### src/common/periph_pkg.sv
// Shared types and constants for the peripheral subsystem.
// Address map: bit 23 selects flash (byte address in 19:0), otherwise
// bits 22:20 select status (1), dsp (2) or pad (3). Anything else is unmapped.

package periph_pkg;

    typedef logic [23:0] cpu_addr_t;
    typedef logic [31:0] cpu_word_t;
    typedef logic [3:0] cpu_strb_t;
    typedef logic [19:0] flash_addr_t;

    typedef enum logic [2:0] {
        region_none,
        region_status,
        region_dsp,
        region_pad,
        region_flash
    } region_t;

    // address map fields
    localparam int unsigned flash_sel_bit = 23;
    localparam int unsigned region_sel_msb = 22;
    localparam int unsigned region_sel_lsb = 20;

    localparam logic [2:0] status_sel = 3'd1;
    localparam logic [2:0] dsp_sel = 3'd2;
    localparam logic [2:0] pad_sel = 3'd3;

    // quad I/O fast read
    localparam logic [7:0] flash_cmd_fast_read = 8'heb;

    typedef enum logic [2:0] {idle, command, address, dummy, data, done} flash_state_t;

    localparam int dummy_cycles_default = 4;

endpackage

### src/common/periph_bus_if.sv
// Decoded request bundle from the address decoder to the peripherals.
// req is a one-cycle pulse; region, write, addr and wdata hold until the next request.

`timescale 1ns/10ps

interface periph_bus_if;
    import periph_pkg::*;

    region_t region;
    logic req;
    logic write;
    cpu_addr_t addr;
    cpu_word_t wdata;

    modport master (
        output region, req, write, addr, wdata
    );

    modport target (
        input region, req, write, addr, wdata
    );

endinterface

### src/logic/address_decoder.sv
// Registers a held CPU request and issues one decoded req pulse for it.
// A new request is only accepted after mem_valid has been seen low.

`timescale 1ns/10ps

module address_decoder (
    input logic vdp_clk,
    input logic vdp_reset,
    input logic mem_valid,
    input periph_pkg::cpu_addr_t mem_addr,
    input periph_pkg::cpu_word_t mem_wdata,
    input periph_pkg::cpu_strb_t mem_wstrb,
    periph_bus_if.master bus
);
    import periph_pkg::*;

    logic issued;
    logic accept;

    function automatic region_t decode_region(input cpu_addr_t a);
        logic [2:0] sel;
        sel = a[region_sel_msb:region_sel_lsb];
        if (a[flash_sel_bit]) begin
            return region_flash;
        end
        case (sel)
            status_sel: return region_status;
            dsp_sel: return region_dsp;
            pad_sel: return region_pad;
            default: return region_none;
        endcase
    endfunction

    // first edge of a request that has not been issued yet
    assign accept = mem_valid && !issued;

    always_ff @(posedge vdp_clk) begin
        if (vdp_reset) begin
            bus.req <= 1'b0;
            issued <= 1'b0;
            bus.region <= region_none;
            bus.write <= 1'b0;
        end else begin
            bus.req <= accept;
            if (accept) begin
                issued <= 1'b1;
                bus.region <= decode_region(mem_addr);
                bus.write <= |mem_wstrb;
            end else if (!mem_valid) begin
                issued <= 1'b0;
            end
        end
    end

    always_ff @(posedge vdp_clk) begin
        if (accept) begin
            bus.addr <= mem_addr;
            bus.wdata <= mem_wdata;
        end
    end

endmodule

### src/logic/bus_arbiter.sv
// Returns mem_ready and mem_rdata for each decoded request.
// Register regions, unmapped addresses and flash writes answer one cycle after req,
// flash reads answer one cycle after flash_ready.

`timescale 1ns/10ps

module bus_arbiter (
    input logic vdp_clk,
    input logic vdp_reset,
    periph_bus_if.target bus,
    input periph_pkg::cpu_word_t reg_rdata,
    input periph_pkg::cpu_word_t flash_rdata,
    input logic flash_ready,
    output logic mem_ready,
    output periph_pkg::cpu_word_t mem_rdata
);
    import periph_pkg::*;

    logic flash_busy;
    logic flash_read;
    cpu_word_t rdata_sel;

    assign flash_read = bus.region == region_flash && !bus.write;

    always_comb begin
        case (bus.region)
            region_status, region_dsp, region_pad: rdata_sel = reg_rdata;
            region_flash: rdata_sel = flash_rdata;
            default: rdata_sel = '0;
        endcase
        if (bus.write) begin
            rdata_sel = '0;
        end
    end

    always_ff @(posedge vdp_clk) begin
        if (vdp_reset) begin
            mem_ready <= 1'b0;
            flash_busy <= 1'b0;
        end else begin
            mem_ready <= 1'b0;
            if (bus.req) begin
                if (flash_read) begin
                    flash_busy <= 1'b1;
                end else begin
                    mem_ready <= 1'b1;
                end
            end
            if (flash_busy && flash_ready) begin
                flash_busy <= 1'b0;
                mem_ready <= 1'b1;
            end
        end
    end

    // captured in the same edge that raises mem_ready
    always_ff @(posedge vdp_clk) begin
        if (bus.req || flash_ready) begin
            mem_rdata <= rdata_sel;
        end
    end

endmodule

### src/logic/io_regs.sv
// Status LEDs, signed 16x16 multiplier and a mocked three-button gamepad.
// The product lags an operand write by one cycle.
// Gamepad: control bit 0 latches, a rising edge of bit 1 shifts right.

`timescale 1ns/10ps

module io_regs (
    input logic vdp_clk,
    input logic vdp_reset,
    periph_bus_if.target bus,
    input logic [2:0] btn,
    output logic led_r,
    output logic led_b,
    output periph_pkg::cpu_word_t reg_rdata
);
    import periph_pkg::*;

    logic write_en;
    logic [1:0] status;
    logic signed [15:0] dsp_a;
    logic signed [15:0] dsp_b;
    cpu_word_t dsp_product;
    logic [1:0] pad_ctrl;
    logic pad_clk_r;
    logic [15:0] pad_state;

    assign write_en = bus.req && bus.write;

    assign led_r = status[0];
    assign led_b = status[1];

    always_ff @(posedge vdp_clk) begin
        if (vdp_reset) begin
            status <= 2'b01;
        end else if (write_en && bus.region == region_status) begin
            status <= bus.wdata[1:0];
        end
    end

    // address bit 2 picks operand b
    always_ff @(posedge vdp_clk) begin
        if (write_en && bus.region == region_dsp && !bus.addr[2]) begin
            dsp_a <= bus.wdata[15:0];
        end
        if (write_en && bus.region == region_dsp && bus.addr[2]) begin
            dsp_b <= bus.wdata[15:0];
        end
        dsp_product <= dsp_a * dsp_b;
    end

    always_ff @(posedge vdp_clk) begin
        if (vdp_reset) begin
            pad_ctrl <= 2'b00;
            pad_clk_r <= 1'b0;
            pad_state <= '0;
        end else begin
            if (write_en && bus.region == region_pad) begin
                pad_ctrl <= bus.wdata[1:0];
            end
            pad_clk_r <= pad_ctrl[1];
            if (pad_ctrl[1] && !pad_clk_r) begin
                pad_state <= {1'b0, pad_state[15:1]};
            end else if (pad_ctrl[0]) begin
                // btn[1] at bit 7, btn[2] at bit 6, btn[0] at bit 0
                pad_state <= {8'b0, btn[1], btn[2], 5'b0, btn[0]};
            end
        end
    end

    always_comb begin
        case (bus.region)
            region_status: reg_rdata = {30'b0, status};
            region_dsp: reg_rdata = dsp_product;
            region_pad: reg_rdata = {31'b0, pad_state[0]};
            default: reg_rdata = '0;
        endcase
    end

endmodule

### src/flash/flash_cycle_counter.sv
// 5-bit down-counter timing each flash phase.
// done is high on the last enabled count; load wins over counting.

`timescale 1ns/10ps

module flash_cycle_counter #(
    parameter int dummy_cycles = periph_pkg::dummy_cycles_default
) (
    input logic vdp_clk,
    input logic vdp_reset,
    input logic load,
    input logic enable,
    input logic [4:0] value,
    output logic done
);
    logic [4:0] count;

    // longest phase must fit the 5-bit count
    if (dummy_cycles < 1 || dummy_cycles > 32) begin : g_range_check
        $error("dummy_cycles must be within 1 to 32");
    end

    always_ff @(posedge vdp_clk) begin
        if (vdp_reset) begin
            count <= 5'd0;
        end else if (load) begin
            count <= value;
        end else if (enable && count != 5'd0) begin
            count <= count - 5'd1;
        end
    end

    assign done = enable && count == 5'd0;

endmodule

### src/flash/flash_shift_reg.sv
// Output shifter holds the command byte and the 24-bit address (upper 4 bits zero),
// top nibble first. Input shifter assembles 8 data nibbles, first nibble on top.

`timescale 1ns/10ps

module flash_shift_reg (
    input logic vdp_clk,
    input logic load_cmd,
    input logic shift_out,
    input logic shift_in,
    input periph_pkg::flash_addr_t addr,
    input logic [3:0] flash_out,
    output logic [3:0] flash_in,
    output periph_pkg::cpu_word_t rdata
);
    import periph_pkg::*;

    cpu_word_t out_shift;

    always_ff @(posedge vdp_clk) begin
        if (load_cmd) begin
            out_shift <= {flash_cmd_fast_read, 4'h0, addr};
        end else if (shift_out) begin
            out_shift <= {out_shift[27:0], 4'h0};
        end
    end

    assign flash_in = out_shift[31:28];

    // msb nibble arrives first
    always_ff @(posedge vdp_clk) begin
        if (shift_in) begin
            rdata <= {rdata[27:0], flash_out};
        end
    end

endmodule

### src/flash/flash_dma_fsm.sv
// Sequences one quad fast read: 2 command nibbles, 6 address nibbles,
// dummy_cycles turnaround cycles and 8 data nibbles, then pulses flash_ready.
// Flash writes are not started here.

`timescale 1ns/10ps

module flash_dma_fsm #(
    parameter int dummy_cycles = periph_pkg::dummy_cycles_default
) (
    input logic vdp_clk,
    input logic vdp_reset,
    periph_bus_if.target bus,
    output logic cnt_load,
    output logic cnt_enable,
    output logic [4:0] cnt_value,
    input logic cnt_done,
    output logic load_cmd,
    output logic shift_out,
    output logic shift_in,
    output logic flash_clk_en,
    output logic flash_csn,
    output logic [3:0] flash_in_en,
    output logic flash_ready
);
    import periph_pkg::*;

    // counter values are phase length minus one
    localparam logic [4:0] cmd_last = 5'd1;
    localparam logic [4:0] addr_last = 5'd5;
    localparam logic [4:0] dummy_last = 5'(dummy_cycles - 1);
    localparam logic [4:0] data_last = 5'd7;

    flash_state_t state;
    flash_state_t next_state;
    logic start;
    logic active;

    assign start = bus.req && bus.region == region_flash && !bus.write;

    always_comb begin
        next_state = state;
        cnt_load = 1'b0;
        cnt_value = 5'd0;
        load_cmd = 1'b0;
        case (state)
            idle: if (start) begin
                next_state = command;
                cnt_load = 1'b1;
                cnt_value = cmd_last;
                load_cmd = 1'b1;
            end
            command: if (cnt_done) begin
                next_state = address;
                cnt_load = 1'b1;
                cnt_value = addr_last;
            end
            address: if (cnt_done) begin
                next_state = dummy;
                cnt_load = 1'b1;
                cnt_value = dummy_last;
            end
            dummy: if (cnt_done) begin
                next_state = data;
                cnt_load = 1'b1;
                cnt_value = data_last;
            end
            data: if (cnt_done) begin
                next_state = done;
            end
            default: next_state = idle;
        endcase
    end

    always_ff @(posedge vdp_clk) begin
        if (vdp_reset) begin
            state <= idle;
        end else begin
            state <= next_state;
        end
    end

    // flash pins follow the state
    assign active = state inside {command, address, dummy, data};
    assign flash_clk_en = active;
    assign flash_csn = !active;
    assign cnt_enable = active;
    assign shift_out = state == command || state == address;
    assign shift_in = state == data;
    assign flash_in_en = shift_out ? 4'hf : 4'h0;
    assign flash_ready = state == done;

endmodule

### src/logic/periph_subsystem.sv
// Peripheral side of the console SoC on vdp_clk only.
// CPU bus: hold mem_valid, address, data and strobes until the one-cycle mem_ready.
// Flash reads stall the bus until the whole quad fetch has completed.

`timescale 1ns/10ps

module periph_subsystem #(
    parameter int dummy_cycles = periph_pkg::dummy_cycles_default
) (
    input logic vdp_clk,
    input logic vdp_reset,

    input logic mem_valid,
    input periph_pkg::cpu_addr_t mem_addr,
    input periph_pkg::cpu_word_t mem_wdata,
    input periph_pkg::cpu_strb_t mem_wstrb,
    output logic mem_ready,
    output periph_pkg::cpu_word_t mem_rdata,

    input logic [2:0] btn,
    output logic led_r,
    output logic led_b,

    output logic flash_clk_en,
    output logic flash_csn,
    output logic [3:0] flash_in,
    output logic [3:0] flash_in_en,
    input logic [3:0] flash_out
);
    import periph_pkg::*;

    cpu_word_t reg_rdata;
    cpu_word_t flash_rdata;
    logic flash_ready;
    logic cnt_load;
    logic cnt_enable;
    logic [4:0] cnt_value;
    logic cnt_done;
    logic load_cmd;
    logic shift_out;
    logic shift_in;

    periph_bus_if bus ();

    address_decoder decoder (
        .vdp_clk(vdp_clk),
        .vdp_reset(vdp_reset),
        .mem_valid(mem_valid),
        .mem_addr(mem_addr),
        .mem_wdata(mem_wdata),
        .mem_wstrb(mem_wstrb),
        .bus(bus.master)
    );

    bus_arbiter arbiter (
        .vdp_clk(vdp_clk),
        .vdp_reset(vdp_reset),
        .bus(bus.target),
        .reg_rdata(reg_rdata),
        .flash_rdata(flash_rdata),
        .flash_ready(flash_ready),
        .mem_ready(mem_ready),
        .mem_rdata(mem_rdata)
    );

    io_regs regs (
        .vdp_clk(vdp_clk),
        .vdp_reset(vdp_reset),
        .bus(bus.target),
        .btn(btn),
        .led_r(led_r),
        .led_b(led_b),
        .reg_rdata(reg_rdata)
    );

    flash_dma_fsm #(
        .dummy_cycles(dummy_cycles)
    ) flash_fsm (
        .vdp_clk(vdp_clk),
        .vdp_reset(vdp_reset),
        .bus(bus.target),
        .cnt_load(cnt_load),
        .cnt_enable(cnt_enable),
        .cnt_value(cnt_value),
        .cnt_done(cnt_done),
        .load_cmd(load_cmd),
        .shift_out(shift_out),
        .shift_in(shift_in),
        .flash_clk_en(flash_clk_en),
        .flash_csn(flash_csn),
        .flash_in_en(flash_in_en),
        .flash_ready(flash_ready)
    );

    flash_cycle_counter #(
        .dummy_cycles(dummy_cycles)
    ) flash_counter (
        .vdp_clk(vdp_clk),
        .vdp_reset(vdp_reset),
        .load(cnt_load),
        .enable(cnt_enable),
        .value(cnt_value),
        .done(cnt_done)
    );

    // flash byte address is the low 20 bits of the held request
    flash_shift_reg flash_shifter (
        .vdp_clk(vdp_clk),
        .load_cmd(load_cmd),
        .shift_out(shift_out),
        .shift_in(shift_in),
        .addr(bus.addr[19:0]),
        .flash_out(flash_out),
        .flash_in(flash_in),
        .rdata(flash_rdata)
    );

endmodule

### config.mk
export PLATFORM = sky130hd
export DESIGN_NAME = periph_subsystem
export DESIGN_NICKNAME = d
export VERILOG_FILES = /design/src/common/periph_pkg.sv /design/src/common/periph_bus_if.sv /design/src/logic/address_decoder.sv /design/src/logic/bus_arbiter.sv /design/src/logic/io_regs.sv /design/src/flash/flash_cycle_counter.sv /design/src/flash/flash_shift_reg.sv /design/src/flash/flash_dma_fsm.sv /design/src/logic/periph_subsystem.sv
export SDC_FILE = /design/constraint.sdc
export NUM_CORES = 1
export LEC_CHECK = 0
export ABC_AREA = 1
export BUFFER_PORTS_ARGS = -buffer_cell sky130_fd_sc_hd__buf_4
export CORE_UTILIZATION = 33
export DETAILED_ROUTE_END_ITERATION = 8
export PLACE_DENSITY_LB_ADDON = 0.1
export SLEW_MARGIN = 25
export SYNTH_ARGS = -nofsm -noshare
export SYNTH_HDL_FRONTEND = slang
export SYNTH_SLANG_ARGS = --single-unit
### constraint.sdc
create_clock -name vdp_clk -period 7.5 [get_ports vdp_clk]
set_input_delay 0 -clock vdp_clk [delete_from_list [all_inputs] [get_ports vdp_clk]]
set_output_delay 0 -clock vdp_clk [all_outputs]
set_load 0.02 [all_outputs]
==> impl_results.md, run 1 <==
- Cts bufs inserted: 25
- Port buffer count: 98
- Initial Util: 33.5%
- Via count: 12900
- Worst skew pair latency: 0.55 ns
- Clk buf depth: 3
- Synth Flop Type: edfxtp_1
- Crit start category: register
- Hold EP: decoder.bus.addr[18]
- Buf/Inv on CP: 3
- Hold Path Origin: mem_addr[18]
- DR top layer: met4
- WL met3: 1.61 mm
- Synth cell types: 35
- Routability cong.: 0.875
- DRT antenna net count: 0
- Fillers: 5663
- Fmax: 159 MHz
- Via/cell ratio: 4.39
- Number of global-route vias before repair: 14000
- Register share of total power: 48.0%
- Setup TNS Final: 0 ns
- Share of cells above drive strength 1: 7.29%
- Critical path type: reg2reg
- Die area: 56800 um^2
- Leak pwr: 10.7 nW
- Post-synthesis sequential element count: 225
- Crit Path Max Fanout: 16
- Min Tclk post-route: 6.28 ns
- Placed Area: 19900 um^2
- Pint: 0.00246 W
- Cell chain of the critical path: nand2_1, inv_1, fa_1, fa_1, inv_1, fa_1, fa_1, fa_1, fa_1, inv_1, ha_1, nand2_1, nor3_1, nand3_1, nand4_1, nand2_1
- Worst Skew: 0.0120 ns
- Reg2Reg Launch Point: regs.dsp_b[1]
- Final Max Tran Viols: 0
- Final hold viol count: 0
- Setup crit start: regs.dsp_b[1]
- Post-CTS sizing: 0
- Worst Hold Class: in2reg
- CP Capture Type: register
- Synth Cell Area: 18400 um^2
- Clock share of power: 34.1%
- Global route total overflow: 0
- Post-DP HPWL: 35.3 mm
- WL final: 44.1 mm
- Status: finished, final reports clean
- Max-Cap Viols: 0
- Post-synth EDFFs: 152
- Initial drt markers: 635
- First-pass DRT Iterations: 5
- Synth top area cells: fa_1 28%, edfxtp_1 25%, nand2_1 12%
- Syn nets: 2485
- Core area: 55100 um^2
- Sw frac: 28.4%
- Crit path top cell by count: fa_1
- Sequential share of the synthesized area: 32.7%
- Final core utilization: 38.5%
- Final worst path period share: 83.8%
- Post-cts hold buffer count: 56
- PnR Total Power: 0.00344 W
- Final Net Count: 2592
- Switch Pwr: 0.000978 W
- Die H: 238 um
- Die width: 238 um
- Slew headroom: 36.1%
- CTS root buffer: clkbuf_16
- Yosys top cell area share: 28.5%
- H-tree Lvls: 1
- First-pass GRT wire length: 73.6 mm
- TritonCTS clock tree: built
- I/O pin cnt: 115
- Worst-path clk slew: 0.06 ns
- Initial antenna violation count: 0
- Syn. warnings: 0
- Syn avg cell area: 8.91 um^2
- GRT Resource Usage Total: 16.5%
- Post-CTS Setup Inserts: 0
- Metal-1 WL: 20.2 mm
- Critical Path RT: 7.93 ns
- R2R depth: 16
- Met2 wire length: 21.6 mm
- Cell Pwr Density: 162 nW/um^2
- Residual DRC: 0
- Hold path depth: 2
- Unrepaired setup endpoints after global routing: no
- Async SR Flop Fraction: 0%
- Worst-Margin Slew: 0.959 ns
- P&R area growth vs syn: 15.0%
- Largest area contributor in the netlist: fa_1
- Delay-heaviest family, CP: adder cells
- Cells after Synth: 2070
- Worst reg2reg setup slack: 1.22 ns
- Largest net degree at the start of global routing: 40
- Final Setup Violations: 0
- Worst flop-to-flop path endpoint: regs.dsp_product[26]
- Finished layout cell area: 21200 um^2
- Crit path DAT: 6.71 ns
- Antenna Diode Count: 0
- TritonCTS Sinks: 225
- Rows: 86
- Logic pwr share: 17.9%
- WL/cell: 15.0 um
- CP max stage delay: 0.89 ns
- Critical-path top delay cell: edfxtp_1
- Max IR drop VDD: 0.145 mV
==> stage by stage <==
stage / setup slack [ns] / instances / hold WS [ns]
2_1_floorplan: 2.09 / 2070 / 0.0989
3_3_place_gp: 1.32 / 2842 / 0.179
3_5_place_dp: 1.25 / 2842 / 0.179
4_1_cts: 1.21 / 2944 / 0.125
5_1_grt: 0.777 / 2944 / 0.139
6_report: 1.22 / 2944 / 0.160
==> power groups by stage <==
stage / Sequential (W) / Clock [W] / Combinational, W
floorplan: 0.00167 / 0 / 0.000405
global placement: 0.00168 / 0 / 0.000600
detailed placement: 0.00168 / 0 / 0.000604
CTS: 0.00165 / 0.00121 / 0.000627
global route: 0.00167 / 0.00126 / 0.000698
finish: 0.00165 / 0.00117 / 0.000615
==> state kept, by name (all words and copies together) (netlist names) <==
name and cells:
decoder.bus.write 1, regs.pad_ctrl 2, decoder.issued 1, regs.pad_state 8, arbiter.flash_busy 1, flash_shifter.out_shift 32
decoder.bus.addr 20, regs.dsp_product 32, regs.dsp_b 16, decoder.bus.region 3, decoder.bus.req 1, regs.dsp_a 16
flash_shifter.rdata 32, flash_counter.count 5, arbiter.mem_rdata 32, regs.status 2, arbiter.mem_ready 1, decoder.bus.wdata 16
flash_fsm.state 3, regs.pad_clk_r 1
==> cells in the mapped netlist (2+ instances only) <==
cell type,number
inv_1,523
clkbuf_1,70
o21bai_1,2
nor4_1,2
buf_2,6
clkinv_1,2
xor2_1,20
a31oi_1,5
ha_1,83
inv_2,3
nand3b_1,2
o21ai_0,21
fa_1,262
a21oi_1,74
nor2_1,83
a211oi_1,3
xnor2_1,5
edfxtp_1,152
o211ai_1,2
nand3_1,48
nor3_1,9
dfxtp_1,73
nor3_2,2
nand2_1,587
buf_4,8
nand4_1,11
or2_2,4
==> cell families after synthesis <==
kind of cell	count (synthesis)	synth area share, %
AND/OR/NAND/NOR	752	16.2
flip-flops	225	32.7
AO/OA/AOI/OAI	110	3.16
adder cells (fa/ha/maj)	345	34.1
buffers and inverters	613	12.7
XOR/XNOR	25	1.19
==> how the worst max path moves through the flow <==
stage	slack, ns	cells after the start	to
global placement	1.32	19	regs.dsp_product[30]
finish	1.22	16	regs.dsp_product[26]
CTS	1.21	16	regs.dsp_product[26]
floorplan	2.09	20	regs.dsp_product[30]
global route	0.78	19	regs.dsp_product[30]
detailed placement	1.25	16	regs.dsp_product[26]
==> final cells by class <==
class | instances | area [um^2] | share of cell area, %
multi-input cells | 1232 | 10100 | 47.6
repair buffers | 165 | 1380 | 6.50
well taps | 748 | 936 | 4.42
clock inverters | 9 | 58.8 | 0.277
flip-flops and latches | 225 | 6030 | 28.4
clock buffers | 37 | 721 | 3.40
inverters | 528 | 1980 | 9.35
==> layout by cell type, fill, tap and decap left out, types with 2 or more instances in the layout <==
| cell | count |
|---|---|
| xor2_1 | 20 |
| nor3_4 | 2 |
| nor3_2 | 3 |
| buf_4 | 109 |
| nand2_1 | 587 |
| nor3_1 | 7 |
| a21oi_1 | 74 |
| nand3_1 | 48 |
| clkinv_2 | 3 |
| o21bai_1 | 2 |
| o211ai_1 | 2 |
| o21ai_0 | 21 |
| xnor2_1 | 5 |
| or2_2 | 4 |
| edfxtp_1 | 152 |
| a31oi_1 | 5 |
| clkbuf_16 | 25 |
| nor4_1 | 2 |
| nor2_4 | 2 |
| nand3b_1 | 2 |
| inv_2 | 3 |
| clkinv_1 | 6 |
| inv_1 | 523 |
| clkbuf_8 | 5 |
| fa_1 | 262 |
| dfxtp_1 | 73 |
| ha_1 | 83 |
| nand4_1 | 11 |
| a211oi_1 | 3 |
| clkbuf_1 | 7 |
| dlygate4sd3_1 | 56 |
| nor2_1 | 81 |
==> per-layer routing <==
metal / vias up / global-route usage (%)
met1: 6378 / 22.0
li1: 6303 / -
met3: 37 / 1.93
met5: - / 0
met2: 198 / 29.0
met4: 0 / 3.13
No activity file was read; power rests on OpenSTA's default activity.
==> run 2, diff against run 1 <==
==> constraint.sdc (replaced) <==
create_clock -name vdp_clk -period 6.5 [get_ports vdp_clk]
set_input_delay 0 -clock vdp_clk [delete_from_list [all_inputs] [get_ports vdp_clk]]
set_output_delay 0 -clock vdp_clk [all_outputs]
set_load 0.02 [all_outputs]
==> run 2 against run 1 <==
  * Cell area rose by 0.55%
  * Critical path depth is 2 higher
  * Via count grew 0.39%
  * Sequential power is 15% higher
  * Global-route usage rose by 0.11 points
  * First-iteration DRC count down 18%
  * Core utilization is 0.21 points higher
  * Largest cell class unchanged
  * Critical endpoint is now regs.dsp_product[23]
  * Cell count grew 0.44%
  * Combinational power is 16% higher
  * Routed wire length increased by 1.0%
  * Critical path type unchanged
==> impl_results.md, run 2 (synthesis results as in run 1) <==
- Die H: 238 um (unchanged)
- Setup crit start: regs.dsp_a[15]
- Slew headroom: 41.8% (+5.7 points)
- TritonCTS Sinks: 225 (unchanged)
- Crit Path Max Fanout: 12 (-4)
- Setup TNS Final: 0 ns (unchanged)
- Initial drt markers: 518 (-18%)
- Hold_ws: 0.147 ns (-0.0131 ns)
- Most Used Layer, Global Route: met2
- Max-Cap Viols: 0 (unchanged)
- WL final: 44.6 mm (+1.0%)
- Crit start category: register
- Hold Path Origin: mem_addr[13]
- Hold path depth: 2 (unchanged)
- Die width: 238 um (unchanged)
- GRT met1 Usage: 21.9% (-0.089 points)
- Unrepaired setup endpoints after global routing: no
- Initial antenna violation count: 0 (unchanged)
- Leak pwr: 10.8 nW (+0.72%)
- Largest net degree at the start of global routing: 40 (unchanged)
- Fillers: 5711 (+0.85%)
- Most common cell after layout, fill and taps aside: nand2_1
- Critical Path RT: 6.97 ns (-0.96 ns)
- Initial Util: 33.5% (unchanged)
- CP Capture Type: register
- Final Setup Violations: 0 (unchanged)
- Port buffer count: 98 (unchanged)
- Antenna Diode Count: 0 (unchanged)
- R2R depth: 18 (+2)
- Number of global-route vias before repair: 14200 (+1.3%)
- Final worst path period share: 91.5% (+7.7 points)
- Clk buf depth: 3 (unchanged)
- Worst Skew: 0.0188 ns (+0.00673 ns)
- Residual DRC: 0 (unchanged)
- Share of cells above drive strength 1: 8.01% (+0.73 points)
- DRT antenna net count: 0 (unchanged)
- Global route total overflow: 0 (unchanged)
- I/O pin cnt: 115 (unchanged)
- Final hold viol count: 0 (unchanged)
- Final Max Tran Viols: 0 (unchanged)
- Worst reg2reg setup slack: 0.55 ns (-0.66 ns)
- Fmax: 168 MHz (+5.7%)
- CTS root buffer: clkbuf_16
- Status: finished, final reports clean
- Crit path DAT: 6.42 ns (-0.29 ns)
- Worst flop-to-flop path endpoint: regs.dsp_product[23]
- Storage element area: 6030 um^2 (unchanged)
- Max IR drop VDD: 0.178 mV (+23%)
- Multi-input logic area: 10100 um^2 (unchanged)
- Routability cong.: 0.835 (-4.6%)
- Via count: 13000 (+0.39%)
- Worst-Margin Slew: 0.873 ns (-0.0851 ns)
- Met3 usage: 2.05% (+0.12 points)
- Hold EP: decoder.bus.addr[13]
- GRT Resource Usage Total: 16.6% (+0.11 points)
- Routing usage on met2: 29.1% (+0.11 points)
- Worst skew pair latency: 0.56 ns (about the same)
- Worst Hold Class: in2reg
- WL/cell: 15.1 um (+0.56%)
- Via/cell ratio: 4.38 (about the same)
- Critical path type: reg2reg
- Cts bufs inserted: 25 (unchanged)
- Rows: 86 (unchanged)
- Min Tclk post-route: 5.95 ns (-0.339 ns)
- Most frequent cells in the layout: 587 x nand2_1, 523 x inv_1, 262 x fa_1
- Post-DP HPWL: 36.2 mm (+2.6%)
- H-tree Lvls: 1 (unchanged)
- Final Net Count: 2605 (+0.50%)
- Die area: 56800 um^2 (unchanged)
- TritonCTS clock tree: built
- Worst-path clk slew: 0.06 ns (about the same)
- Cell Pwr Density: 187 nW/um^2 (+15%)
- P&R area growth vs syn: 15.6%
- First-pass GRT wire length: 74.2 mm (+0.77%)
- Reg2Reg Launch Point: regs.dsp_a[15]
- Core area: 55100 um^2 (unchanged)
- First-pass DRT Iterations: 5 (unchanged)
run 2: changes by cell type in the layout (fill, tap and decap cells not counted), sizes merged:
cell / previous run / this run
buf: 109 / 122
run 2: power breakdown:
group | internal (W) | switching [W] | leakage, nW | total, W
clock network | 0.000786 | 0.000588 | 0.399 | 0.00137
registers | 0.00181 | 0.0000946 | 2.03 | 0.00190
logic | 0.000262 | 0.000452 | 8.38 | 0.000714
run 2: through the flow:
stage / area, um^2 / util [%] / std cells / setup slack (ns) / total power, W
global route: 21300 / 38.7 / 2957 / 0.0766 / 0.00421
finish: 21300 / 38.7 / 2957 / 0.555 / 0.00399
detailed placement: 20000 / 36.2 / 2855 / 0.554 / 0.00263
global placement: 20000 / 36.2 / 2855 / 0.563 / 0.00263
floorplan: 18400 / - / 2070 / 1.09 / 0.00240
CTS: 21300 / 38.7 / 2957 / 0.517 / 0.00406
run 2: metal layers:
metal  part of all wire [%]  up-vias  wire length [um]
met3                    3.3       54              1490
met5                      0        -                 0
met1                     46     6385             20400
li1                       -     6329                 -
met4                    2.1        0               945
met2                     49      198             21700
run 2: area by class of cell:
cell class / instances / share of cell area (%)
Clock inverter: 9 / 0.317
Timing Repair Buffer: 178 / 6.93
Tap cell: 748 / 4.39
Multi-Input combinational cell: 1232 / 47.4
Inverter: 528 / 9.30
Clock buffer: 37 / 3.43
Sequential cell: 225 / 28.3
run 2: how the worst max path moves through the flow:
| stage | depth (start not counted) | slack (ns) | end |
|---|---|---|---|
| after global routing | 18 | 0.08 | regs.dsp_product[23] |
| after global placement | 18 | 0.56 | regs.dsp_product[23] |
| after detailed placement | 19 | 0.55 | regs.dsp_product[29] |
| after floorplan | 20 | 1.09 | regs.dsp_product[30] |
| final | 18 | 0.55 | regs.dsp_product[23] |
| after CTS | 18 | 0.52 | regs.dsp_product[20] |
run 2: worst max-delay path, stage by stage, from the launching register on:
cell      delay [ns]
edfxtp_1        0.61
nand2_1         0.21
inv_1           0.11
fa_1            0.65
fa_1            0.83
fa_1            0.51
fa_1            0.50
fa_1            0.49
inv_1           0.05
fa_1            0.48
inv_1           0.04
ha_1            0.37
nand2_1         0.12
nor2_1          0.15
inv_1           0.10
nor2_1          0.18
nand4_1         0.14
nand3b_1        0.14
xor2_1          0.18
run 2: timing repair:
| item | 4_1_cts | 5_1_grt |
|---|---|---|
| gates resized for setup | 0 | 0 |
| hold endpoints to repair | 58 | 0 |
| hold buffers | 56 | 0 |
| setup buffers | 0 | 0 |
| endpoints found under the setup margin | 0 | 0 |
